==> config.mk <==
export PLATFORM = sky130hd
export DESIGN_NAME = icache_refill_ctrl_flat
export DESIGN_NICKNAME = d
export VERILOG_FILES = /design/src/hdl/icache_pkg.sv /design/src/hdl/icache_access_if.sv /design/src/hdl/icache_refill_ctrl.sv /design/src/flat_wrapper.sv
export SDC_FILE = /design/constraint.sdc
export NUM_CORES = 1
export LEC_CHECK = 0
export ABC_AREA = 1
export BUFFER_PORTS_ARGS = -buffer_cell sky130_fd_sc_hd__buf_2
export CORE_MARGIN = 4
export CORE_UTILIZATION = 42
export CTS_CLUSTER_DIAMETER = 200
export DETAILED_ROUTE_END_ITERATION = 8
export PLACE_DENSITY = 0.78
export SETUP_SLACK_MARGIN = 0.1
export SKIP_LAST_GASP = 1
export SYNTH_ARGS = -nofsm -noshare
export SYNTH_HDL_FRONTEND = slang
export SYNTH_SLANG_ARGS = --single-unit
==> constraint.sdc <==
create_clock -name clk -period 1.9 [get_ports clk]
set_clock_uncertainty 0.2 [all_clocks]
set_input_delay 0.19 -clock clk [delete_from_list [all_inputs] [get_ports clk]]
set_output_delay 0.19 -clock clk [all_outputs]
set_load 0.02 [all_outputs]
==> src/hdl/icache_pkg.sv <==
// icache shared definitions
// widths, field positions and refill sequencer states
package icache_pkg;

    // core and memory widths
    localparam int ADDR_W = 64;
    localparam int INST_W = 32;
    localparam int LINE_W = 64;

    // byte offset inside one line
    localparam int OFFS_W = 3;

    // picks the upper or lower instruction of a line
    localparam int INST_SEL_BIT = 2;

    // saturating age counters, one per way and set
    localparam int AGE_W = 3;

    // the lookup and the victim logic are written for two ways
    localparam int NUM_WAYS = 2;

    // refill sequencer
    typedef enum logic [1:0] {
        IDLE   = 2'd0,
        LOOKUP = 2'd1,
        MISS   = 2'd2,
        FILL   = 2'd3
    } refill_state_t;

endpackage

==> src/hdl/icache_access_if.sv <==
// icache access bundle
// latched fetch address, lookup strobes and way choices
`timescale 1ns/1ps

interface icache_access_if
    import icache_pkg::*;
();

    logic [ADDR_W-1:0] req_addr;
    logic              look;
    logic              hit;
    logic              hit_way;
    logic              victim_way;
    logic              touch;
    logic              touch_way;
    logic              fill;

    modport ctrl (
        output req_addr, look, touch, touch_way, fill,
        input  hit, hit_way, victim_way
    );

    modport lookup (
        input  req_addr, look, touch, touch_way, fill,
        output hit, hit_way, victim_way
    );

    modport respond (
        input req_addr, look, hit, hit_way, fill
    );

endinterface

==> src/hdl/icache_refill_ctrl.sv <==
// icache refill sequencer
// lookup, miss request and line fill flow, RAM index and write enables
`timescale 1ns/1ps

module icache_refill_ctrl
    import icache_pkg::*;
#(
    parameter int  NUM_SETS = 64,
    localparam int IDX_W    = $clog2(NUM_SETS)
) (
    input  logic              clk,
    input  logic              rst,
    input  logic              i_req,
    input  logic [ADDR_W-1:0] i_addr,
    input  logic              i_mem_ok,
    icache_access_if.ctrl     acc,
    output logic              o_req_accept,
    output logic [IDX_W-1:0]  o_index,
    output logic              o_we0,
    output logic              o_we1,
    output logic              o_busy,
    output logic              o_mem_rd,
    output logic [ADDR_W-1:0] o_mem_addr
);

    refill_state_t     state_q;
    refill_state_t     state_d;
    logic [ADDR_W-1:0] addr_q;
    logic              mem_wait;
    logic              mem_done;

    assign o_req_accept = (state_q == IDLE) && i_req;

    // MISS is the first cycle of the read, FILL the rest of the wait
    assign mem_wait = (state_q == MISS) || (state_q == FILL);
    assign mem_done = mem_wait && i_mem_ok;

    always_comb begin
        state_d = state_q;
        case (state_q)
            IDLE: begin
                if (i_req) begin
                    state_d = LOOKUP;
                end
            end
            LOOKUP: begin
                state_d = acc.hit ? IDLE : MISS;
            end
            MISS: begin
                state_d = i_mem_ok ? IDLE : FILL;
            end
            FILL: begin
                if (i_mem_ok) begin
                    state_d = IDLE;
                end
            end
            default: begin
                state_d = IDLE;
            end
        endcase
    end

    always_ff @(posedge clk or negedge rst) begin
        if (!rst) begin
            state_q <= IDLE;
            addr_q  <= '0;
        end else begin
            state_q <= state_d;
            if (o_req_accept) begin
                addr_q <= i_addr;
            end
        end
    end

    // live address starts the read on the accepting edge
    assign o_index = (state_q == IDLE) ? i_addr[OFFS_W +: IDX_W] : addr_q[OFFS_W +: IDX_W];

    assign acc.req_addr  = addr_q;
    assign acc.look      = (state_q == LOOKUP);
    assign acc.touch     = acc.look && acc.hit;
    assign acc.touch_way = acc.hit_way;
    assign acc.fill      = mem_done;

    assign o_we0 = mem_done && !acc.victim_way;
    assign o_we1 = mem_done && acc.victim_way;

    assign o_busy     = (state_q != IDLE);
    assign o_mem_rd   = mem_wait;
    assign o_mem_addr = {addr_q[ADDR_W-1:OFFS_W], {OFFS_W{1'b0}}};

endmodule

==> src/flat_wrapper.sv <==
// flat-port wrapper written by rule: the top's interface ports become plain ports
module icache_refill_ctrl_flat import icache_pkg::*;
#(
    parameter int  NUM_SETS = 64,
    localparam int IDX_W    = $clog2(NUM_SETS)
)
  (clk, rst, i_req, i_addr, i_mem_ok, o_req_accept, o_index, o_we0, o_we1, o_busy, o_mem_rd, o_mem_addr, acc_req_addr, acc_look, acc_touch, acc_touch_way, acc_fill, acc_hit, acc_hit_way, acc_victim_way);
  icache_access_if acc_i ();
  input  logic clk;
  input  logic rst;
  input  logic i_req;
  input  logic [ADDR_W-1:0] i_addr;
  input  logic i_mem_ok;
  output logic o_req_accept;
  output logic [IDX_W-1:0] o_index;
  output logic o_we0;
  output logic o_we1;
  output logic o_busy;
  output logic o_mem_rd;
  output logic [ADDR_W-1:0] o_mem_addr;
  output wire logic [$bits(acc_i.req_addr)-1:0] acc_req_addr;
  output wire logic [$bits(acc_i.look)-1:0] acc_look;
  output wire logic [$bits(acc_i.touch)-1:0] acc_touch;
  output wire logic [$bits(acc_i.touch_way)-1:0] acc_touch_way;
  output wire logic [$bits(acc_i.fill)-1:0] acc_fill;
  input wire logic [$bits(acc_i.hit)-1:0] acc_hit;
  input wire logic [$bits(acc_i.hit_way)-1:0] acc_hit_way;
  input wire logic [$bits(acc_i.victim_way)-1:0] acc_victim_way;
  assign acc_req_addr = acc_i.req_addr;
  assign acc_look = acc_i.look;
  assign acc_touch = acc_i.touch;
  assign acc_touch_way = acc_i.touch_way;
  assign acc_fill = acc_i.fill;
  assign acc_i.hit = acc_hit;
  assign acc_i.hit_way = acc_hit_way;
  assign acc_i.victim_way = acc_victim_way;
  icache_refill_ctrl #(.NUM_SETS(NUM_SETS)) u_core (.clk(clk), .rst(rst), .i_req(i_req), .i_addr(i_addr), .i_mem_ok(i_mem_ok), .acc(acc_i), .o_req_accept(o_req_accept), .o_index(o_index), .o_we0(o_we0), .o_we1(o_we1), .o_busy(o_busy), .o_mem_rd(o_mem_rd), .o_mem_addr(o_mem_addr));
endmodule
==> reports/metrics.cfg <==
[clock_tree]
h-tree-depth=3
clock-root-buffer=clkbuf_8
cts.sinks=66
cts_buffers=9
clk_pin_slew_worst_paths_ns=0.07
clk_latency_ns=0.33
cts_buffer_depth=2
cts_tree=yes

[route]
wl_met1_microns=3860
drtIter0Drc=158
routed.top_layer=met4
dr_total_vias=3286
dr_wl_met3_microns=851
drc=0
wl_microns=10400
viasPerCell=4.63
wl_met2_microns=5480
ant_nets=0
wl_per_cell_microns=14.6
dr.pass1.iters=4

[setup_path]
cp.arrival_ns=1.43
ff2ff_path_depth=7
start_kind=register
cp_common_cell=nand2_2
max_stage_delay_ns=0.41
worstPathRequired_ns=1.51
cp_slowest_cell=dfrtp_1
end_kind=output pin
worstPathCellList=nor2_4, buf_12, nand2_2, nand2_2, buf_6
crit_type=reg -> out
crit_fanout=8

[sta]
slew_violations=0
period_share_pct=96.0
postLayoutSetupSlackWorst_ns=0.0767
final.setup.tns_ns=0
fmax_mhz=548
finalHoldViolCount=0
rsz0062_at_grt=true
layout_min_cycle_time_ns=1.82
setup_viol=0

[global_routing]
globalRouteOverflowTotal=0
grt_first_pass_wirelength_microns=15400
track_usage_pct=22.3
grt_pass1_vias=3136
antenna_found_initial=1
grt_max_degree=67

[floorplanning]
ios=214
die_area_sq_um=9060
die_h_microns=95.2
core_sq_um=7330
start_util_pct=43.6
rows=31
fp.dieW_microns=95.2

[finish]
fillers=595
drive_above_1_share_pct=42.6
syn2layout_area_growth_pct=57.2
nets=677
final_area_sq_um=5020

[placed_design]
place_area_sq_um=3860
dp_hpwl_microns=6150
port_buffers=208
place_ws_ns=0.347
gp_congestion=0.738

[synth]
avgSynthCellArea_sq_um=8.36
synth_area_sq_um=3190
synth-seq-cells=66
yosysSeqAreaShare_pct=51.7
synth.distinct_cells=12
synthCells=382
ys_warn_count=0

[min_path]
hold_class=in -> reg
holdPathStages=4

[pwr]
ir_worst_vdd_mv=0.963
powerDensity_nw_per_um2=1900
leakage_nw=2.94

[run]
cap_violations=0

[outcome]
outcome=completed

[synthesized netlist by cell type]
master	number	area, sq um
dfrtp_1	66	1650
nand2_1	152	571
nor3_1	1	5.00
nor2_4	1	11.3
inv_1	7	26.3
clkbuf_1	10	37.5
nand3_1	64	320
buf_4	70	526
conb_1	1	3.75
nor2_1	3	11.3
buf_2	3	15.0
buf_1	4	15.0
[flip-flops by register name (all words and copies together), names as in the netlist]
name / flops
u_core.state_q: 2
u_core.acc.req_addr: 64
[worst paths after layout]
check | startpoint | end | slack, ns
hold reg to reg | u_core.acc.req_addr[2] | u_core.acc.req_addr[2] | 0.28
setup reg to reg | u_core.state_q[0] | u_core.acc.req_addr[8] | 0.11
hold / removal | i_req | u_core.acc.req_addr[63] | 0.03
setup / recovery | u_core.state_q[0] | o_index[0] | 0.08
max in group asynchronous | rst | u_core.state_q[1] | 0.94
min in group asynchronous | rst | u_core.acc.req_addr[60] | 0.27
[logic make-up after synthesis]
group | count (synthesis) | synth area share (%)
flip-flops | 66 | 51.7
other | 1 | 0.117
AND/OR/NAND/NOR | 221 | 28.8
buffers and inverters | 94 | 19.4
[metrics by stage]
| stage | power [mW] | hold WS, ns | instances | utilization (%) |
|---|---|---|---|---|
| final | 9.56 | 0.0324 | 710 | 68.5 |
| after global routing | 10.2 | 0.0345 | 710 | 68.5 |
| after detailed placement | 7.53 | 0.0328 | 611 | 52.7 |
| after CTS | 9.35 | 0.00470 | 707 | 67.0 |
| after floorplan | 6.47 | -0.306 | 384 | - |
| after global placement | 7.43 | 0.0316 | 611 | 52.7 |
[layout make-up]
cell class,instances,area [sq um],area share (%)
well taps,99,124,2.47
multi-input cells,224,991,19.7
repair buffers,298,2050,40.8
inverters,7,31.3,0.623
flip-flops and latches,66,1650,32.9
clock inverters,3,15.0,0.299
diodes,1,2.50,0.0498
clock buffers,12,155,3.09
[power breakdown]
group / switching, mW / internal (mW)
registers: 0.552 / 2.08
logic: 3.65 / 2.25
clock network: 0.502 / 0.532
total: 4.70 / 4.86
[worst max-delay path, delay by kind of cell (launching register included)]
family,cells,cell delay (ns)
buf+inv,2,0.30
flops,1,0.41
simple gates,3,0.39
[routing by layer]
| metal | GRT usage, % | vias up |
|---|---|---|
| met3 | 4.74 | 20 |
| met1 | 25.9 | 1527 |
| li1 | - | 1572 |
| met2 | 39.8 | 167 |
| met5 | 0 | - |
| met4 | 9.01 | 0 |
[cells in the final DEF, fill, tap and decap left out, types with 2 or more instances in the layout]
cell           synthesis  final
buf_12                 0      3
buf_2                  3    201
buf_4                 70     14
buf_6                  0      8
bufbuf_16              0      3
clkbuf_8               0     11
clkinv_2               0      3
conb_1                 1      3
dfrtp_1               66     65
dlygate4sd3_1          0     69
inv_1                  7      5
inv_4                  0      2
nand2_1              152    139
nand2_2                0      9
nand2_4                0      3
nand3_1               64     64
nor2_1                 3      3
[timing repair]
action,in CTS,in global routing
setup buffers,9,2
hold buffers,69,0
cloned,3,0
endpoints found under the setup margin,6,8
hold endpoints to repair,132,0
pin swaps,1,7
resized for setup,9,28
No activity file was read; power rests on OpenSTA's default activity.
