==> src/hdl/icache_pkg.sv <==
// icache shared definitions
// widths, field positions and refill sequencer states
package icache_pkg;

    // core and memory widths
    localparam int ADDR_W = 64;
    localparam int INST_W = 32;
    localparam int LINE_W = 64;

    // byte offset inside one line
    localparam int OFFS_W = 3;

    // picks the upper or lower instruction of a line
    localparam int INST_SEL_BIT = 2;

    // saturating age counters, one per way and set
    localparam int AGE_W = 3;

    // the lookup and the victim logic are written for two ways
    localparam int NUM_WAYS = 2;

    // refill sequencer
    typedef enum logic [1:0] {
        IDLE   = 2'd0,
        LOOKUP = 2'd1,
        MISS   = 2'd2,
        FILL   = 2'd3
    } refill_state_t;

endpackage

==> src/hdl/icache_access_if.sv <==
// icache access bundle
// latched fetch address, lookup strobes and way choices
`timescale 1ns/1ps

interface icache_access_if
    import icache_pkg::*;
();

    logic [ADDR_W-1:0] req_addr;
    logic              look;
    logic              hit;
    logic              hit_way;
    logic              victim_way;
    logic              touch;
    logic              touch_way;
    logic              fill;

    modport ctrl (
        output req_addr, look, touch, touch_way, fill,
        input  hit, hit_way, victim_way
    );

    modport lookup (
        input  req_addr, look, touch, touch_way, fill,
        output hit, hit_way, victim_way
    );

    modport respond (
        input req_addr, look, hit, hit_way, fill
    );

endinterface

==> src/hdl/icache_respond.sv <==
// icache responder
// registered instruction from the hit way or from the refill line
`timescale 1ns/1ps

module icache_respond
    import icache_pkg::*;
(
    input  logic              clk,
    input  logic              rst,
    icache_access_if.respond  acc,
    input  logic [LINE_W-1:0] i_line0,
    input  logic [LINE_W-1:0] i_line1,
    input  logic              i_mem_ok,
    input  logic [LINE_W-1:0] i_mem_data,
    output logic              o_valid,
    output logic [INST_W-1:0] o_data
);

    logic              take_hit;
    logic              take_any;
    logic [LINE_W-1:0] hit_line;
    logic [LINE_W-1:0] src_line;
    logic [INST_W-1:0] word;

    assign take_hit = acc.look && acc.hit;
    assign take_any = take_hit || acc.fill;

    assign hit_line = acc.hit_way ? i_line1 : i_line0;
    // memory only answers during a refill
    assign src_line = i_mem_ok ? i_mem_data : hit_line;

    assign word = acc.req_addr[INST_SEL_BIT] ? src_line[LINE_W-1 -: INST_W]
                                             : src_line[INST_W-1:0];

    always_ff @(posedge clk or negedge rst) begin
        if (!rst) begin
            o_valid <= 1'b0;
        end else begin
            o_valid <= take_any;
        end
    end

    always_ff @(posedge clk) begin
        if (take_any) begin
            o_data <= word;
        end
    end

endmodule

==> src/flat_wrapper.sv <==
// flat-port wrapper written by rule: the top's interface ports become plain ports
module icache_respond_flat import icache_pkg::*;
  (clk, rst, i_line0, i_line1, i_mem_ok, i_mem_data, o_valid, o_data, acc_req_addr, acc_look, acc_hit, acc_hit_way, acc_fill);
  icache_access_if acc_i ();
  input  logic clk;
  input  logic rst;
  input  logic [LINE_W-1:0] i_line0;
  input  logic [LINE_W-1:0] i_line1;
  input  logic i_mem_ok;
  input  logic [LINE_W-1:0] i_mem_data;
  output logic o_valid;
  output logic [INST_W-1:0] o_data;
  input wire logic [$bits(acc_i.req_addr)-1:0] acc_req_addr;
  input wire logic [$bits(acc_i.look)-1:0] acc_look;
  input wire logic [$bits(acc_i.hit)-1:0] acc_hit;
  input wire logic [$bits(acc_i.hit_way)-1:0] acc_hit_way;
  input wire logic [$bits(acc_i.fill)-1:0] acc_fill;
  assign acc_i.req_addr = acc_req_addr;
  assign acc_i.look = acc_look;
  assign acc_i.hit = acc_hit;
  assign acc_i.hit_way = acc_hit_way;
  assign acc_i.fill = acc_fill;
  icache_respond u_core (.clk(clk), .rst(rst), .acc(acc_i), .i_line0(i_line0), .i_line1(i_line1), .i_mem_ok(i_mem_ok), .i_mem_data(i_mem_data), .o_valid(o_valid), .o_data(o_data));
endmodule
==> config.mk <==
export PLATFORM = sky130hd
export DESIGN_NAME = icache_respond_flat
export DESIGN_NICKNAME = d
export VERILOG_FILES = /design/src/hdl/icache_pkg.sv /design/src/hdl/icache_access_if.sv /design/src/hdl/icache_respond.sv /design/src/flat_wrapper.sv
export SDC_FILE = /design/constraint.sdc
export NUM_CORES = 1
export LEC_CHECK = 0
export ABC_CLOCK_PERIOD_IN_PS = 800
export BUFFER_PORTS_ARGS = -buffer_cell sky130_fd_sc_hd__buf_4
export CORE_AREA = 2 2 116 118
export DETAILED_ROUTE_END_ITERATION = 7
export DIE_AREA = 0 0 118 120
export PLACE_DENSITY = 0.6
export REMOVE_ABC_BUFFERS = 1
export SYNTH_ARGS = -nofsm -noshare
export SYNTH_HDL_FRONTEND = slang
export SYNTH_SLANG_ARGS = --single-unit
export TNS_END_PERCENT = 5
==> constraint.sdc <==
create_clock -name clk -period 0.8 [get_ports clk]
set_input_delay 0.12 -clock clk [delete_from_list [all_inputs] [get_ports clk]]
set_output_delay 0.12 -clock clk [all_outputs]
set_load 0.02 [all_outputs]
==> impl_metrics.ini, run 1 <==
[clock_network]
htreeDepth = 2
root_buffer = clkbuf_16
cts_tree = done
cts_max_path_buffers = 2
cts_buffers = 5
clk_transition_reported_paths_ns = 0.06
cts.sink_count = 33

[floorplanning]
core_area_um2 = 13000
rows = 42
die_w_um = 118
dieHeight_um = 120
dieArea_um2 = 14200
ios = 296
initial_core_util_pct = 19.5

[timing]
relSlewSlack_pct = 87.3
setup_violations = 65
timing.hold.ws_ns = 0.155
worst_pin_slew_ns = 0.190
hold_violations = 0
period_share_pct = 143
layout_setup_ws_ns = -0.347
fmax_mhz = 872
drv_slew = 0
period_needed_ns = 1.15
rsz0062_at_grt = true

[yosys]
syn_avg_cell_area_um2 = 17.4
ys_seq_elements = 33
ys_seq_area_share_pct = 39.0
syn_area_um2 = 2530
netlist_instances = 145
ys_warn_count = 0
synth_cell_types = 9

[hold_path]
hp-class = input port to async pin

[routing]
initialDrtViolationCount = 55
drtAntennaViolNets = 0
remaining_drc_errors = 0
drtPass1Iterations = 4
vias = 2354
routed_via_density = 4.20
finalWirelength_um = 9240
wl_per_cell_um = 16.5

[cells_and_area]
diodes = 0
nFillCells = 1280
nets = 646
final_cell_mix = buf_4 (201), mux2_2 (53), buf_6 (33)
syn2layout_area_growth_pct = 96.1
drive_gt1_share_pct = 90.6
final_common_cell = buf_4
design_area_um2 = 4960

[setup_path]
critPathMaxStageDelay_ns = 0.50
path_cells = buf_12 > buf_12 > mux4_2 > mux2_4
slowest_stage = mux4_2
cp-end-kind = flip-flop
arrival_ns = 1.17
path_class = input port to flip-flop
worstPathMaxFanout = 8
crit_path_start_kind = input port
cp.buffers_inverters = 2
crit_top_cell = buf_12
cp.required_ns = 0.82
path_delay_family = multiplexers

[grt]
grt-ovfl-total = 0
grt_pass1_wl_um = 14200
grt_max_degree = 34
track_usage_pct = 12.9
antenna_found_initial = 0
grt_pass1_vias = 2706

[power_and_ir_drop]
fin_total_pwr_mw = 6.75
power.density_nw_per_um2 = 1360
power_leakage_nw = 2.19
ir_worst_vdd_mv = 0.774

[status]
outcome = complete, but fails checks
violations = negative setup slack

[flow_run]
drv_cap = 0

[place]
port_buffers = 232
dp_hpwl_um = 7410
placed_area_um2 = 4580
place_congestion = 0.711
-- timing repair --
item / CTS / global route
setup endpoints to repair: 65 / 65
pin swaps: 0 / 0
hold buffers: 1 / 0
gates cloned: 2 / 0
resized for setup: 37 / 12
endpoints found under the hold margin: 1 / 0
buffers inserted: 0 / 0
-- layer usage --
metal	wire length (um)	part of all wire, %	global-route usage (%)	up-vias
met5	0	0	0	-
met4	83	0.90	3.16	0
met3	714	7.7	3.47	5
met2	5060	55	24.1	121
met1	3380	37	14.6	1137
li1	-	-	-	1091
-- registers in the layout (all words and copies together), names as in the netlist --
signal          flops
u_core.o_valid      1
u_core.o_data      32
-- cells in the mapped netlist (all sizes together) --
cell type | instances | area (um2)
buf | 14 | 91.3
mux2 | 64 | 721
a21o | 1 | 7.51
clkbuf | 1 | 3.75
mux4 | 32 | 721
dfrtp | 1 | 25.0
edfxtp | 32 | 961
-- stage by stage --
stage / utilization [%] / TNS [ns] / std cells / setup slack (ns)
6_report: 38.2 / -14.34 / 560 / -0.347
5_1_grt: 38.2 / -16.09 / 560 / -0.378
4_1_cts: 37.9 / -14.93 / 560 / -0.347
3_5_place_dp: 35.3 / -25.00 / 549 / -0.703
3_3_place_gp: 35.3 / -24.37 / 549 / -0.681
2_1_floorplan: - / -23.41 / 130 / -0.432
-- report_power, final --
group / switching (mW) / internal [mW]
registers: 0.107 / 2.19
logic: 0.878 / 1.70
clock network: 0.745 / 1.13
-- cells by family after synthesis --
kind of cell	count (synthesis)	share of synthesized area (%)
compound gates	1	0.297
buf+inv	15	3.76
flops	33	39.0
mux	96	57.0
-- worst paths after layout --
check | from | endpoint | slack [ns] | cells after the start
setup / recovery | acc_hit_way | u_core.o_data[20]$_DFFE_PP_ | -0.35 | 4
hold / removal | rst | u_core.o_valid$_DFF_PN0_ | 0.15 | 2
max in group asynchronous | rst | u_core.o_valid$_DFF_PN0_ | 0.57 | 2
min in group clk | i_mem_data[35] | u_core.o_data[3]$_DFFE_PP_ | 0.27 | 3
-- area by class of cell --
cell class	instances	area [um2]	share of cell area [%]
Timing Repair Buffer	246	2130	42.8
Multi-Input combinational cell	97	1490	30.1
Sequential cell	33	986	19.9
Tap cell	176	220	4.44
Clock buffer	5	125	2.52
Clock inverter	3	12.5	0.252
Note: power is estimated with default switching activity, not from simulation.
==> run 2, diff against run 1 <==
Settings changed: ABC_CLOCK_PERIOD_IN_PS 800 to 1200.
Clock period 0.8 ns to 1.2 ns, I/O delays scaled along.
==> run 2 against run 1 <==
  * Via count fell by 0.85%
  * The flow still finishes with violations (negative setup slack)
  * Final cell count fell by 0.18%
  * Worst setup slack improved by 0.33 ns
  * Non-clock buffer count fell by 1
  * Global-route usage fell by 0.41 points
  * Core utilization fell by 1.3 points
  * Routed wire length fell by 1.8%
  * Final area fell by 3.5%
  * Sequential share of layout area rose by 0.71 points
  * Hold slack improved by 0.066 ns
  * Clock-buffer cell count did not move
==> impl_metrics.ini, run 2 (synthesis gave the netlist of run 1 again) <==
[status]
outcome = complete, but fails checks
violations = negative setup slack

[setup_path]
slowest_stage = mux4_2
path_cells = buf_12 > buf_12 > mux4_2 > mux2_4
cp-end-kind = flip-flop
critPathMaxStageDelay_ns = 0.50
cp.required_ns = 1.22
path_class = input port to flip-flop
crit_top_cell = buf_12
worstPathMaxFanout = 8
crit_path_start_kind = input port
arrival_ns = 1.24

[place]
port_buffers = 232
dp_hpwl_um = 7310
place_congestion = 0.722
placed_area_um2 = 4550
post-place-ws_ns = -0.369
dp.cells = 548

[power_and_ir_drop]
clkPwrFrac_pct = 28.6
internal_power_mw = 3.23
power_frac_seq_pct = 34.6
p_sw_mw = 1.12
power.density_nw_per_um2 = 908
combPwrFrac_pct = 36.8
fin_total_pwr_mw = 4.35
swShare_pct = 25.7
ir_worst_vdd_mv = 0.510
power_leakage_nw = 2.11

[floorplanning]
core_area_um2 = 13000
die_w_um = 118
dieArea_um2 = 14200
rows = 42
ios = 296
dieHeight_um = 120
initial_core_util_pct = 19.5

[timing]
layout_setup_ws_ns = -0.0138
drv_slew = 0
worst_pin_slew_ns = 0.283
timing.hold.ws_ns = 0.221
rsz0062_at_grt = true
setup_violations = 6
fmax_mhz = 824
period_share_pct = 101
relSlewSlack_pct = 81.1
period_needed_ns = 1.21
hold_violations = 0
setup_tns_ns = -0.0418

[clock_network]
root_buffer = clkbuf_16
htreeDepth = 2
cts.sink_count = 33
clk_transition_reported_paths_ns = 0.06
cts_tree = done
cts_max_path_buffers = 2
cts_buffers = 5
post-cts-setup-buffers = 0

[hold_path]
hp-class = input port to async pin

[cells_and_area]
final_common_cell = buf_4
drive_gt1_share_pct = 90.6
finalNonFillerCells = 559
syn2layout_area_growth_pct = 89.3
final_cell_mix = buf_4 (235), mux2_2 (57), mux4_2 (32), edfxtp_1 (32)
diodes = 0
design_area_um2 = 4790
largest_reg_flops = 32
nets = 645
largest-register = u_core.o_data
utilization_pct = 36.9
top_regs = u_core.o_data x32, u_core.o_valid x1

[routing]
initialDrtViolationCount = 58
remaining_drc_errors = 0
routed_via_density = 4.18
vias = 2334
drtPass1Iterations = 4
finalWirelength_um = 9070
wl_per_cell_um = 16.2
drtAntennaViolNets = 0

[grt]
grt-ovfl-total = 0
antenna_found_initial = 0
grt_max_degree = 34
track_usage_pct = 12.5
grt_pass1_vias = 2627
grt_pass1_wl_um = 13700

[flow_run]
drv_cap = 0
[run 2: changes by cell type in the layout (fill, tap and decap cells not counted)]
cell | previous run | this run
buf_12 | 9 | 7
mux2_4 | 11 | 7
mux2_2 | 53 | 57
buf_6 | 33 | 0
buf_4 | 201 | 235
[run 2: final timing paths]
kind                                start                          end  slack (ns)  depth (start not counted)
setup / recovery              acc_hit_way  u_core.o_data[24]$_DFFE_PP_       -0.01                          4
hold / removal                        rst     u_core.o_valid$_DFF_PN0_        0.22                          2
max in group asynchronous             rst     u_core.o_valid$_DFF_PN0_        0.90                          2
min in group clk           i_mem_data[47]  u_core.o_data[15]$_DFFE_PP_        0.33                          3
[run 2: layout make-up]
cell class	count	area [um2]
multi-input combinational	97	1480
clock buffer	5	125
timing repair buffer	245	1970
sequential	33	986
fill	1292	8190
clock inverter	3	12.5
tap	176	220
[run 2: metal layers]
layer  vias up  global-route usage, %  part of all wire, %
met5         -                      0                    0
met4         0                   3.16                  1.2
met3         7                   3.09                  6.9
met2       125                   23.2                   54
met1      1112                   14.4                   37
li1       1090                      -                    -
[run 2: power groups by stage]
stage | logic, mW | registers, mW | clock network, mW
finish | 1.60 | 1.50 | 1.24
global route | 1.70 | 1.52 | 1.34
CTS | 1.61 | 1.51 | 1.30
detailed placement | 1.57 | 1.53 | 0
global placement | 1.55 | 1.53 | 0
floorplan | 0.421 | 1.73 | 0
[run 2: repair_timing]
item	4_1_cts	5_1_grt
hold endpoints to repair	1	0
setup endpoints to repair	30	25
hold buffers	1	0
resized for setup	5	7
cloned	2	0
[run 2: worst max-delay path, delay by kind of cell]
family / cells / cell delay, ns
mux: 2 / 0.77
buf+inv: 2 / 0.27
==> run 3, diff against run 2 <==
Settings changed: SETUP_SLACK_MARGIN set to 0.1.
==> run 3 against run 2 <==
  * Highest routed layer unchanged
  * Clock-buffer cell count is the same
  * Largest cell class unchanged
  * Clock power about the same
  * Critical path depth unchanged
  * Hold slack is essentially flat
  * The flow still finishes with violations (negative setup slack)
  * Via count is 0.39% lower
  * Final area is 0.47% higher
  * Maximum frequency barely moved
  * Die area did not move
==> impl_metrics.ini, run 3 (synthesis gave the netlist of run 1 again) <==
[timing]
timing.hold.ws_ns = 0.221
fmax_mhz = 824
period_needed_ns = 1.21
relSlewSlack_pct = 81.2
layout_setup_ws_ns = -0.0135
worst_pin_slew_ns = 0.283
period_share_pct = 101
hold_violations = 0
drv_slew = 0
setup_tns_ns = -0.0380
rsz0062_at_grt = true
setup_violations = 6

[cells_and_area]
design_area_um2 = 4810
syn2layout_area_growth_pct = 90.2
largest-register = u_core.o_data
final_common_cell = buf_4
diodes = 0
nets = 645
top_regs = u_core.o_data x32, u_core.o_valid x1
largest_reg_flops = 32
drive_gt1_share_pct = 90.6
finalNonFillerCells = 559
final_cell_mix = buf_4 (235), mux2_2 (51), mux4_2 (32), edfxtp_1 (32), mux2_4 (13)
nFillCells = 1292

[place]
dp.cells = 548
post-place-ws_ns = -0.369
dp_hpwl_um = 7310
placed_area_um2 = 4550
place_congestion = 0.722
port_buffers = 232

[routing]
finalWirelength_um = 9080
remaining_drc_errors = 0
wl_per_cell_um = 16.2
drtAntennaViolNets = 0
initialDrtViolationCount = 63
drtPass1Iterations = 4
vias = 2325
routed_via_density = 4.16

[clock_network]
root_buffer = clkbuf_16
clk_transition_reported_paths_ns = 0.06
cts.sink_count = 33
cts_max_path_buffers = 2
htreeDepth = 2
cts_buffers = 5
cts_tree = done

[floorplanning]
die_w_um = 118
dieArea_um2 = 14200
dieHeight_um = 120
initial_core_util_pct = 19.5
core_area_um2 = 13000
ios = 296
rows = 42

[power_and_ir_drop]
ir_worst_vdd_mv = 0.510
power.density_nw_per_um2 = 907
power_leakage_nw = 2.14

[grt]
grt_pass1_vias = 2620
grt-ovfl-total = 0
antenna_found_initial = 0
grt_pass1_wl_um = 13700
track_usage_pct = 12.5
grt_max_degree = 34

[setup_path]
crit_path_start_kind = input port
worstPathMaxFanout = 8
path_class = input port to flip-flop
cp-end-kind = flip-flop
arrival_ns = 1.24
cp.required_ns = 1.22

[status]
violations = negative setup slack
outcome = complete, but fails checks

[hold_path]
hp-class = input port to async pin

[flow_run]
drv_cap = 0
[run 3: metrics by stage]
| step | total power [mW] | utilization [%] |
|---|---|---|
| after floorplan | 2.15 | - |
| after global placement | 3.08 | 35.0 |
| after global routing | 4.58 | 37.1 |
| after CTS | 4.44 | 37.0 |
| final | 4.36 | 37.1 |
| after detailed placement | 3.10 | 35.0 |
[run 3: worst paths after layout]
check                          startpoint                     endpoint  slack, ns
worst min-delay path                  rst     u_core.o_valid$_DFF_PN0_       0.22
max in group asynchronous             rst     u_core.o_valid$_DFF_PN0_       0.90
min in group clk           i_mem_data[47]  u_core.o_data[15]$_DFFE_PP_       0.33
worst max-delay path          acc_hit_way  u_core.o_data[24]$_DFFE_PP_      -0.01
[run 3: repair_timing]
action	4_1_cts	5_1_grt
endpoints found under the hold margin	1	0
setup buffers	0	0
cloned	2	0
hold buffers	1	0
endpoints found under the setup margin	32	32
resized for setup	14	4
[run 3: layer usage]
| layer | vias up | part of all wire, % | global-route usage [%] |
|---|---|---|---|
| met1 | 1108 | 38 | 14.2 |
| met4 | 0 | 0.97 | 3.16 |
| met5 | - | 0 | 0 |
| li1 | 1090 | - | - |
| met2 | 121 | 55 | 23.2 |
| met3 | 6 | 6.7 | 3.09 |
[run 3: power breakdown]
group | internal (mW) | switching [mW] | total (mW)
registers | 1.46 | 0.0452 | 1.50
logic | 1.04 | 0.584 | 1.62
clock network | 0.751 | 0.488 | 1.24
total | 3.25 | 1.12 | 4.36
[run 3: area by class of cell]
cell class / count / area, um2 / area share, %
clock buffers: 5 / 125 / 2.60
clock inverters: 3 / 12.5 / 0.260
multi-input cells: 97 / 1500 / 31.1
flip-flops and latches: 33 / 986 / 20.5
well taps: 176 / 220 / 4.58
repair buffers: 245 / 1970 / 40.9
[run 3: critical path, stage by stage]
cell and delay, ns:
buf_12 0.12, buf_12 0.15, mux4_2 0.50, mux2_4 0.27
