--- config.mk ---
export PLATFORM = sky130hd
export DESIGN_NAME = icache_lookup_flat
export DESIGN_NICKNAME = d
export VERILOG_FILES = /design/src/hdl/icache_pkg.sv /design/src/hdl/icache_access_if.sv /design/src/hdl/icache_lookup.sv /design/src/flat_wrapper.sv
export SDC_FILE = /design/constraint.sdc
export NUM_CORES = 1
export LEC_CHECK = 0
export ABC_AREA = 1
export BUFFER_PORTS_ARGS = -buffer_cell sky130_fd_sc_hd__buf_2
export CORE_MARGIN = 2
export CORE_UTILIZATION = 43
export DETAILED_ROUTE_END_ITERATION = 16
export GPL_ROUTABILITY_DRIVEN = 0
export HOLD_SLACK_MARGIN = 0.06
export PLACE_DENSITY = 0.69
export SYNTH_ARGS = -nofsm -noshare
export SYNTH_HDL_FRONTEND = slang
export SYNTH_SLANG_ARGS = --single-unit
--- constraint.sdc ---
create_clock -name clk -period 7.4 [get_ports clk]
set_input_delay 0.37 -clock clk [delete_from_list [all_inputs] [get_ports clk]]
set_output_delay 0.37 -clock clk [all_outputs]
set_load 0.05 [all_outputs]
--- src/hdl/icache_pkg.sv ---
// icache shared definitions
// widths, field positions and refill sequencer states
package icache_pkg;

    // core and memory widths
    localparam int ADDR_W = 64;
    localparam int INST_W = 32;
    localparam int LINE_W = 64;

    // byte offset inside one line
    localparam int OFFS_W = 3;

    // picks the upper or lower instruction of a line
    localparam int INST_SEL_BIT = 2;

    // saturating age counters, one per way and set
    localparam int AGE_W = 3;

    // the lookup and the victim logic are written for two ways
    localparam int NUM_WAYS = 2;

    // refill sequencer
    typedef enum logic [1:0] {
        IDLE   = 2'd0,
        LOOKUP = 2'd1,
        MISS   = 2'd2,
        FILL   = 2'd3
    } refill_state_t;

endpackage

--- src/hdl/icache_access_if.sv ---
// icache access bundle
// latched fetch address, lookup strobes and way choices
`timescale 1ns/1ps

interface icache_access_if
    import icache_pkg::*;
();

    logic [ADDR_W-1:0] req_addr;
    logic              look;
    logic              hit;
    logic              hit_way;
    logic              victim_way;
    logic              touch;
    logic              touch_way;
    logic              fill;

    modport ctrl (
        output req_addr, look, touch, touch_way, fill,
        input  hit, hit_way, victim_way
    );

    modport lookup (
        input  req_addr, look, touch, touch_way, fill,
        output hit, hit_way, victim_way
    );

    modport respond (
        input req_addr, look, hit, hit_way, fill
    );

endinterface

--- src/hdl/icache_lookup.sv ---
// icache lookup
// tag compare of both ways, per-set ages and victim choice
`timescale 1ns/1ps

module icache_lookup
    import icache_pkg::*;
#(
    parameter int  NUM_SETS = 64,
    localparam int IDX_W    = $clog2(NUM_SETS),
    localparam int TAG_W    = ADDR_W - OFFS_W - IDX_W
) (
    input  logic             clk,
    input  logic             rst,
    icache_access_if.lookup  acc,
    input  logic             i_req_accept,
    input  logic [TAG_W-1:0] i_tag0,
    input  logic             i_valid0,
    input  logic [TAG_W-1:0] i_tag1,
    input  logic             i_valid1
);

    localparam logic [AGE_W-1:0] AGE_MAX = '1;

    logic [AGE_W-1:0] age_q [NUM_WAYS][NUM_SETS];

    logic [IDX_W-1:0] set_idx;
    logic [TAG_W-1:0] req_tag;
    logic             match0;
    logic             match1;
    logic [AGE_W-1:0] age0;
    logic [AGE_W-1:0] age1;
    logic             victim;
    logic             clr_en;
    logic             clr_way;

    assign set_idx = acc.req_addr[OFFS_W +: IDX_W];
    assign req_tag = acc.req_addr[ADDR_W-1 -: TAG_W];

    assign match0 = i_valid0 && (i_tag0 == req_tag);
    assign match1 = i_valid1 && (i_tag1 == req_tag);

    assign acc.hit     = acc.look && (match0 || match1);
    // way 0 answers if both were ever to match
    assign acc.hit_way = !match0 && match1;

    assign age0 = age_q[0][set_idx];
    assign age1 = age_q[1][set_idx];

    // empty way first, then the older one, ties to way 0
    always_comb begin
        if (!i_valid0) begin
            victim = 1'b0;
        end else if (!i_valid1) begin
            victim = 1'b1;
        end else begin
            victim = (age1 > age0);
        end
    end

    assign acc.victim_way = victim;

    assign clr_en  = acc.touch || acc.fill;
    assign clr_way = acc.touch ? acc.touch_way : victim;

    always_ff @(posedge clk or negedge rst) begin
        if (!rst) begin
            for (int w = 0; w < NUM_WAYS; w++) begin
                for (int s = 0; s < NUM_SETS; s++) begin
                    age_q[w][s] <= '0;
                end
            end
        end else begin
            // every accepted fetch ages all lines
            if (i_req_accept) begin
                for (int w = 0; w < NUM_WAYS; w++) begin
                    for (int s = 0; s < NUM_SETS; s++) begin
                        if (age_q[w][s] != AGE_MAX) begin
                            age_q[w][s] <= age_q[w][s] + 1'b1;
                        end
                    end
                end
            end
            // later assignment, so the clear wins
            if (clr_en) begin
                age_q[clr_way][set_idx] <= '0;
            end
        end
    end

endmodule

--- src/flat_wrapper.sv ---
// flat-port wrapper written by rule: the top's interface ports become plain ports
module icache_lookup_flat import icache_pkg::*;
#(
    parameter int  NUM_SETS = 64,
    localparam int IDX_W    = $clog2(NUM_SETS),
    localparam int TAG_W    = ADDR_W - OFFS_W - IDX_W
)
  (clk, rst, i_req_accept, i_tag0, i_valid0, i_tag1, i_valid1, acc_req_addr, acc_look, acc_touch, acc_touch_way, acc_fill, acc_hit, acc_hit_way, acc_victim_way);
  icache_access_if acc_i ();
  input  logic clk;
  input  logic rst;
  input  logic i_req_accept;
  input  logic [TAG_W-1:0] i_tag0;
  input  logic i_valid0;
  input  logic [TAG_W-1:0] i_tag1;
  input  logic i_valid1;
  input wire logic [$bits(acc_i.req_addr)-1:0] acc_req_addr;
  input wire logic [$bits(acc_i.look)-1:0] acc_look;
  input wire logic [$bits(acc_i.touch)-1:0] acc_touch;
  input wire logic [$bits(acc_i.touch_way)-1:0] acc_touch_way;
  input wire logic [$bits(acc_i.fill)-1:0] acc_fill;
  output wire logic [$bits(acc_i.hit)-1:0] acc_hit;
  output wire logic [$bits(acc_i.hit_way)-1:0] acc_hit_way;
  output wire logic [$bits(acc_i.victim_way)-1:0] acc_victim_way;
  assign acc_i.req_addr = acc_req_addr;
  assign acc_i.look = acc_look;
  assign acc_i.touch = acc_touch;
  assign acc_i.touch_way = acc_touch_way;
  assign acc_i.fill = acc_fill;
  assign acc_hit = acc_i.hit;
  assign acc_hit_way = acc_i.hit_way;
  assign acc_victim_way = acc_i.victim_way;
  icache_lookup #(.NUM_SETS(NUM_SETS)) u_core (.clk(clk), .rst(rst), .acc(acc_i), .i_req_accept(i_req_accept), .i_tag0(i_tag0), .i_valid0(i_valid0), .i_tag1(i_tag1), .i_valid1(i_valid1));
endmodule
==> run_results.csv, run 1 <==
group,metric,value,unit
grt,grt_max_degree,183,
power,p_comb_share,39.1,%
timing,fin_skew,0.0269,ns
floorplanning,rows,88,
synth,ys_seq_elements,384,
layout,multi_input_area,0.0132,sq mm
placed_design,dpl.hpwl,45700,um
setup_path,critPathKind,"in2reg",
layout,reg_top3,"u_core.age_q (384)",
drt,postRouteAntennaNets,0,
setup_path,arrival,5.22,ns
setup_path,cpPeakStageDelay,0.74,ns
setup_path,crit_buf_inv,5,
layout,drive_gt1_share,9.91,%
synth,postSynthAreaPerCell,7.17,sq um
layout,fillers,5805,
layout,regArea,0.00961,sq mm
grt,overflow,0,
synth,yosysWarnings,0,
setup_path,required,7.80,ns
grt,antenna_found_initial,3,
synth,syn_area,0.0251,sq mm
worst_hold_path,hp-start,"i_req_accept",
timing,tightest_slew,0.979,ns
setup_path,rr_startpoint,"u_core.age_q[348]",
clock_network,cts_sinks,384,
timing,slew_violations,0,
job,maxCapViolCount,0,
power,p_leak,0.0147,uW
setup_path,critPathSlowestCell,"inv_4",
floorplanning,core_area,0.0578,sq mm
clock_network,cts_tree,"yes",
synth,ys_top_cells_by_area,"dfrtp_1 (38%), nand2_1 (18%), inv_1 (6.6%)",
timing,fin_crit_sh,65.2,%
power,sw_frac_of_total,37.8,%
drt,route.met2.wl,32300,um
setup_path,endpoint_kind,"flop",
clock_network,cts_made_buffers,45,
timing,hold_viol,0,
setup_path,start_kind,"input port",
power,power_switching,3680,uW
placed_design,dpl_cell_area,0.0266,sq mm
setup_path,crit_chain,"clkbuf_8 > inv_4 > buf_4 > nand2_1 > a21oi_1 > o21ai_0 > nand2_1 > nand2_1 > nand2_1 > inv_1 > nand2_1 > nor2_1 > ha_1 > nand2_1 > o21ai_0 > nand2_1 > a21boi_0 > nand2_2 > nand2_4 > buf_4 > a22oi_1",
power,power_density,347,mW/mm^2
clock_network,htreeDepth,2,
drt,drt_iter0_drc,1676,
setup_path,timing.reg2reg.setup_slack,3.41,ns
power,p_seq_share,38.3,%
drt,vias_per_cell,5.18,
floorplanning,fp.dieW,246,um
floorplanning,start_util,43.5,%
drt,drc_errors,0,
drt,highest_layer,"met4",
setup_path,r2r_end,"u_core.age_q[169]",
synth,syn_nets,3820,
synth,synth_top_area_share,38.2,%
grt,grt.total_usage,22.7,%
clock_network,cts_root_buf,"clkbuf_16",
synth,synth_top_area_cell,"dfrtp_1",
layout,final_cell_mix,"nand2_1 (1,225), inv_1 (439), dfrtp_1 (384), a21oi_1 (256), nand3_1 (232)",
layout,fin_area,0.0281,sq mm
floorplanning,die-height,246,um
synth,seq_area_frac_synth,38.2,%
power,power.internal,6060,uW
worst_hold_path,timing.hold.worst_path_depth,5,
setup_path,cp_top_family,"buffers and inverters",
worst_hold_path,hold_end,"u_core.age_q[269]",
setup_path,ff2ff_path_depth,16,
synth,yosysUniqueCellTypes,31,
drt,vias,22806,
run_status,outcome,"finished, final reports clean",
timing,slew_headroom,34.5,%
timing,rsz0062_at_grt,"no",
placed_design,port_buffers,182,
clock_network,clock_latency,0.58,ns
clock_network,clk_pin_slew_worst_paths,0.06,ns
drt,met1_length,30800,um
power,clkPwrFrac,22.6,%
setup_path,cp_common_cell,"nand2_1",
layout,fin_nets,3920,
timing,setup_ws,2.58,ns
synth,netlist_instances,3506,
layout,layout_commonest_cell,"nand2_1",
timing,min_period,4.82,ns
drt,wl_per_cell,15.7,um
power,vdd_drop_max,0.216,mV
clock_network,clockBufferDepth,3,
drt,routed_wirelength,69300,um
timing,setup-violations-final,0,
setup_path,cp_max_fo,104,
grt,first_global_vias,21585,
layout,largest_reg_flops,384,
layout,syn_to_final_growth,11.6,%
timing,fin_setup_tns,0,ns
drt,drt_pass1_iterations,5,
placed_design,place_ws,2.06,ns
floorplanning,die_area,0.0604,sq mm
timing,fmax,207,MHz
clock_network,cts_resized,0,
grt,grt_pass1_wl,111000,um
floorplanning,pin_count,186,
drt,wl_met3,3740,um
worst_hold_path,hold_class,"in2reg",
layout,top_register,"u_core.age_q",
==> cells in the mapped netlist (all sizes together) <==
library cell / instances
nand2: 1228
a22oi: 64
mux2: 64
clkbuf: 54
o21ai: 162
xnor2: 32
ha: 131
nand3: 237
dfrtp: 384
xor2: 104
nand4: 76
a21oi: 256
nor2b: 1
inv: 444
a21boi: 1
nor3: 8
or2: 2
nor2: 148
o211ai: 13
buf: 97
==> power by group through the flow <==
stage	clock network [uW]	registers (uW)	logic (uW)
after global routing	2330	3840	4490
after CTS	2240	3720	3830
final	2200	3730	3800
after global placement	0	3720	3640
after floorplan	0	3560	3110
after detailed placement	0	3740	3790
==> cells by family (layout without fill, tap and decap cells) <==
group	count (synthesis)	after routing	share of synthesized area, %
adder cells (fa/ha/maj)	131	131	6.52
AO/OA/AOI/OAI	496	496	10.7
flip-flops	384	384	38.2
buffers and inverters	595	721	9.36
AND/OR/NAND/NOR	1700	1700	27.6
other	0	2	0
XOR/XNOR	136	136	4.74
multiplexers	64	64	2.87
==> what timing repair did <==
item,4_1_cts,5_1_grt
hold buffers,1,0
hold endpoints to repair,93,0
buffers inserted,0,0
==> tightest hold or removal path: stages <==
cell and delay [ns]:
buf_8 0.28, nand2_1 0.14, nand2_1 0.04, nand2_1 0.05, inv_1 0.03
==> through the flow <==
stage	std cells	util (%)	hold WS (ns)	power [uW]
after global placement	4323	46.1	0.465	7360
after CTS	4397	48.5	0.417	9790
final	4399	48.5	0.397	9730
after floorplan	3506	-	0.0744	6660
after global routing	4399	48.5	0.469	10700
after detailed placement	4323	46.1	0.467	7530
==> worst max-delay path by stage <==
stage / start / endpoint / slack (ns) / cells after the start
floorplan: acc_req_addr[3] / u_core.age_q[121] / 3.35 / 20
global route: acc_req_addr[3] / u_core.age_q[169] / 2.19 / 21
finish: acc_req_addr[3] / u_core.age_q[169] / 2.58 / 21
CTS: acc_req_addr[3] / u_core.age_q[64] / 2.64 / 21
detailed placement: acc_req_addr[3] / u_core.age_q[64] / 2.06 / 21
global placement: acc_req_addr[3] / u_core.age_q[175] / 2.14 / 21
==> final cells by class <==
type                    instances  share of cell area, %
flip-flops and latches        384                   34.2
well taps                     765                   3.41
multi-input cells            2527                   47.1
clock buffers                  58                   4.48
clock inverters                15                  0.575
inverters                     444                   5.95
repair buffers                204                   4.22
diodes                          2                 0.0178
==> routing by layer <==
metal	vias to the layer above	global-route usage (%)
met5	-	0
met4	0	9.14
met3	139	3.09
met2	548	37.0
met1	10692	30.4
li1	11427	-
No activity file was read; power rests on OpenSTA's default activity.
==> inputs of run 2 (changes only) <==
--- a/config.mk
+++ b/config.mk
@@ -12,7 +12,7 @@
 export DETAILED_ROUTE_END_ITERATION = 16
 export GPL_ROUTABILITY_DRIVEN = 0
 export HOLD_SLACK_MARGIN = 0.06
-export PLACE_DENSITY = 0.69
+export PLACE_DENSITY = 0.72
 export SYNTH_ARGS = -nofsm -noshare
 export SYNTH_HDL_FRONTEND = slang
 export SYNTH_SLANG_ARGS = --single-unit
==> constraint.sdc (replaced) <==
create_clock -name clk -period 3.9 [get_ports clk]
set_input_delay 0.195 -clock clk [delete_from_list [all_inputs] [get_ports clk]]
set_output_delay 0.195 -clock clk [all_outputs]
set_load 0.05 [all_outputs]
==> run_results.csv, run 2 (synthesis gave the netlist of run 1 again) <==
group,metric,value,unit
run_status,outcome,"finished, final reports clean",
layout,final_core_util,49.1,%
clock_network,clockBufferDepth,3,
drt,vias_per_cell,5.24,
timing,rsz0062_at_grt,"no",
layout,final_cells,4432,
drt,wl_per_cell,15.7,um
layout,largest_reg_flops,384,
timing,fin_crit_sh,90.0,%
clock_network,cts_sinks,384,
setup_path,cp_common_cell,"nand2_1",
setup_path,cp_max_fo,3,
floorplanning,rows,88,
setup_path,required,3.70,ns
floorplanning,core_area,0.0578,sq mm
clock_network,cts_root_buf,"clkbuf_16",
layout,fillers,5666,
power,p_leak,0.0149,uW
clock_network,clock_latency,0.58,ns
floorplanning,die-height,246,um
power,vdd_drop_max,0.304,mV
floorplanning,die_area,0.0604,sq mm
setup_path,critPathSlowestCell,"dfrtp_1",
drt,drt_pass1_iterations,6,
grt,grt_pass1_wl,112000,um
placed_design,port_buffers,182,
clock_network,cts_resized,0,
timing,fin_skew,0.0187,ns
setup_path,start_kind,"flop",
clock_network,cts_tree,"yes",
layout,syn_to_final_growth,13.0,%
grt,first_global_vias,21714,
setup_path,critPathKind,"reg2out",
timing,slew_violations,0,
grt,antenna_found_initial,1,
drt,drc_errors,0,
timing,fmax,285,MHz
clock_network,clk_pin_slew_worst_paths,0.06,ns
drt,routed_wirelength,69500,um
clock_network,htreeDepth,2,
placed_design,dpl_cell_area,0.0270,sq mm
setup_path,crit_chain,"nand3_1 > nand4_1 > o21ai_0 > nand2_1 > nor2_1 > nand2_1 > ha_1 > nand2_1 > o21ai_0 > nand2_1 > a21boi_0 > buf_4 > buf_2",
drt,vias,23205,
setup_path,arrival,3.31,ns
grt,grt_max_degree,116,
timing,slew_headroom,24.4,%
layout,final_cell_mix,"nand2_1 (1,225), inv_1 (439), dfrtp_1 (384), a21oi_1 (256), nand3_1 (232)",
layout,drive_gt1_share,10.6,%
layout,fin_area,0.0284,sq mm
floorplanning,fp.dieW,246,um
timing,min_period,3.51,ns
clock_network,cts_made_buffers,44,
job,maxCapViolCount,0,
floorplanning,start_util,43.5,%
placed_design,dpl.hpwl,47800,um
placed_design,dp_cells,4353,
power,power_density,651,mW/mm^2
timing,setup-violations-final,0,
drt,postRouteAntennaNets,0,
timing,tightest_slew,1.13,ns
grt,overflow,0,
layout,fin_nets,3949,
setup_path,endpoint_kind,"output port",
timing,fin_setup_tns,0,ns
layout,layout_commonest_cell,"nand2_1",
grt,grt.total_usage,22.8,%
layout,top_register,"u_core.age_q",
layout,reg_top3,"u_core.age_q (384)",
timing,hold_viol,0,
drt,drt_iter0_drc,2015,
worst_hold_path,hold_class,"in2reg",
floorplanning,pin_count,186,
setup_path,cpPeakStageDelay,0.40,ns
-- run 2: changes by cell type in the layout (fill, tap and decap cells not counted) --
cell        previous run  this run
inv_6                  1         2
buf_12                 6        16
clkinvlp_4             3         1
diode_2                2         1
clkbuf_8               5        10
buf_4                 16        36
clkbuf_1               7        11
clkinv_2               8         7
clkbuf_16             47        45
bufinv_16              3         2
-- run 2: path summary, 6_finish.rpt --
check,slack (ns),cells past startpoint,from,endpoint
max,0.39,13,u_core.age_q[47],acc_victim_way
min,0.15,5,i_req_accept,u_core.age_q[284]
max reg2reg,0.64,15,u_core.age_q[47],u_core.age_q[142]
min reg2reg,0.51,2,u_core.age_q[230],u_core.age_q[230]
max in group asynchronous,2.53,3,rst,u_core.age_q[248]
min in group asynchronous,0.24,2,rst,u_core.age_q[219]
-- run 2: power by group --
group | internal [uW] | switching, uW | total, uW
registers | 5680 | 1430 | 7110
clock network | 2420 | 1700 | 4120
logic | 3410 | 3860 | 7270
-- run 2: cell type report --
type	count	area [sq um]	share of cell area [%]
Antenna cell	1	2.50	0.00881
Clock buffer	65	1290	4.55
Clock inverter	12	120	0.423
Inverter	444	1670	5.88
Multi-Input combinational cell	2527	13200	46.5
Sequential cell	384	9610	33.8
Tap cell	765	957	3.37
Timing Repair Buffer	234	1540	5.41
-- run 2: critical path: cells and delay by family (launching register included) --
kind,cells,cell delay [ns]
buffers and inverters,2,0.47
AND/OR/NAND/NOR,7,0.66
adder cells (fa/ha/maj),1,0.31
AO/OA/AOI/OAI,3,0.88
flip-flops,1,0.40
-- run 2: what timing repair did --
action | 4_1_cts | 5_1_grt
setup endpoints to repair | 0 | 0
buffers inserted | 0 | 0
hold endpoints to repair | 107 | 0
hold buffers | 1 | 0
-- run 2: routing by layer --
layer / part of all wire [%] / up-vias / routed length [um] / GRT usage [%]
met4: 3.1 / 0 / 2170 / 7.42
met2: 45 / 696 / 31600 / 36.7
met3: 6.4 / 150 / 4430 / 3.51
li1: - / 11488 / - / -
met1: 45 / 10871 / 31300 / 31.3
met5: 0 / - / 0 / 0
-- run 2: stage by stage --
stage | power (uW) | setup slack, ns | hold WS (ns)
after floorplan | 12600 | 0.0241 | -0.101
after global placement | 14000 | 0.294 | 0.350
after detailed placement | 14300 | 0.195 | 0.362
after CTS | 18600 | 0.399 | 0.143
after global routing | 20200 | 0.159 | 0.185
final | 18500 | 0.390 | 0.149
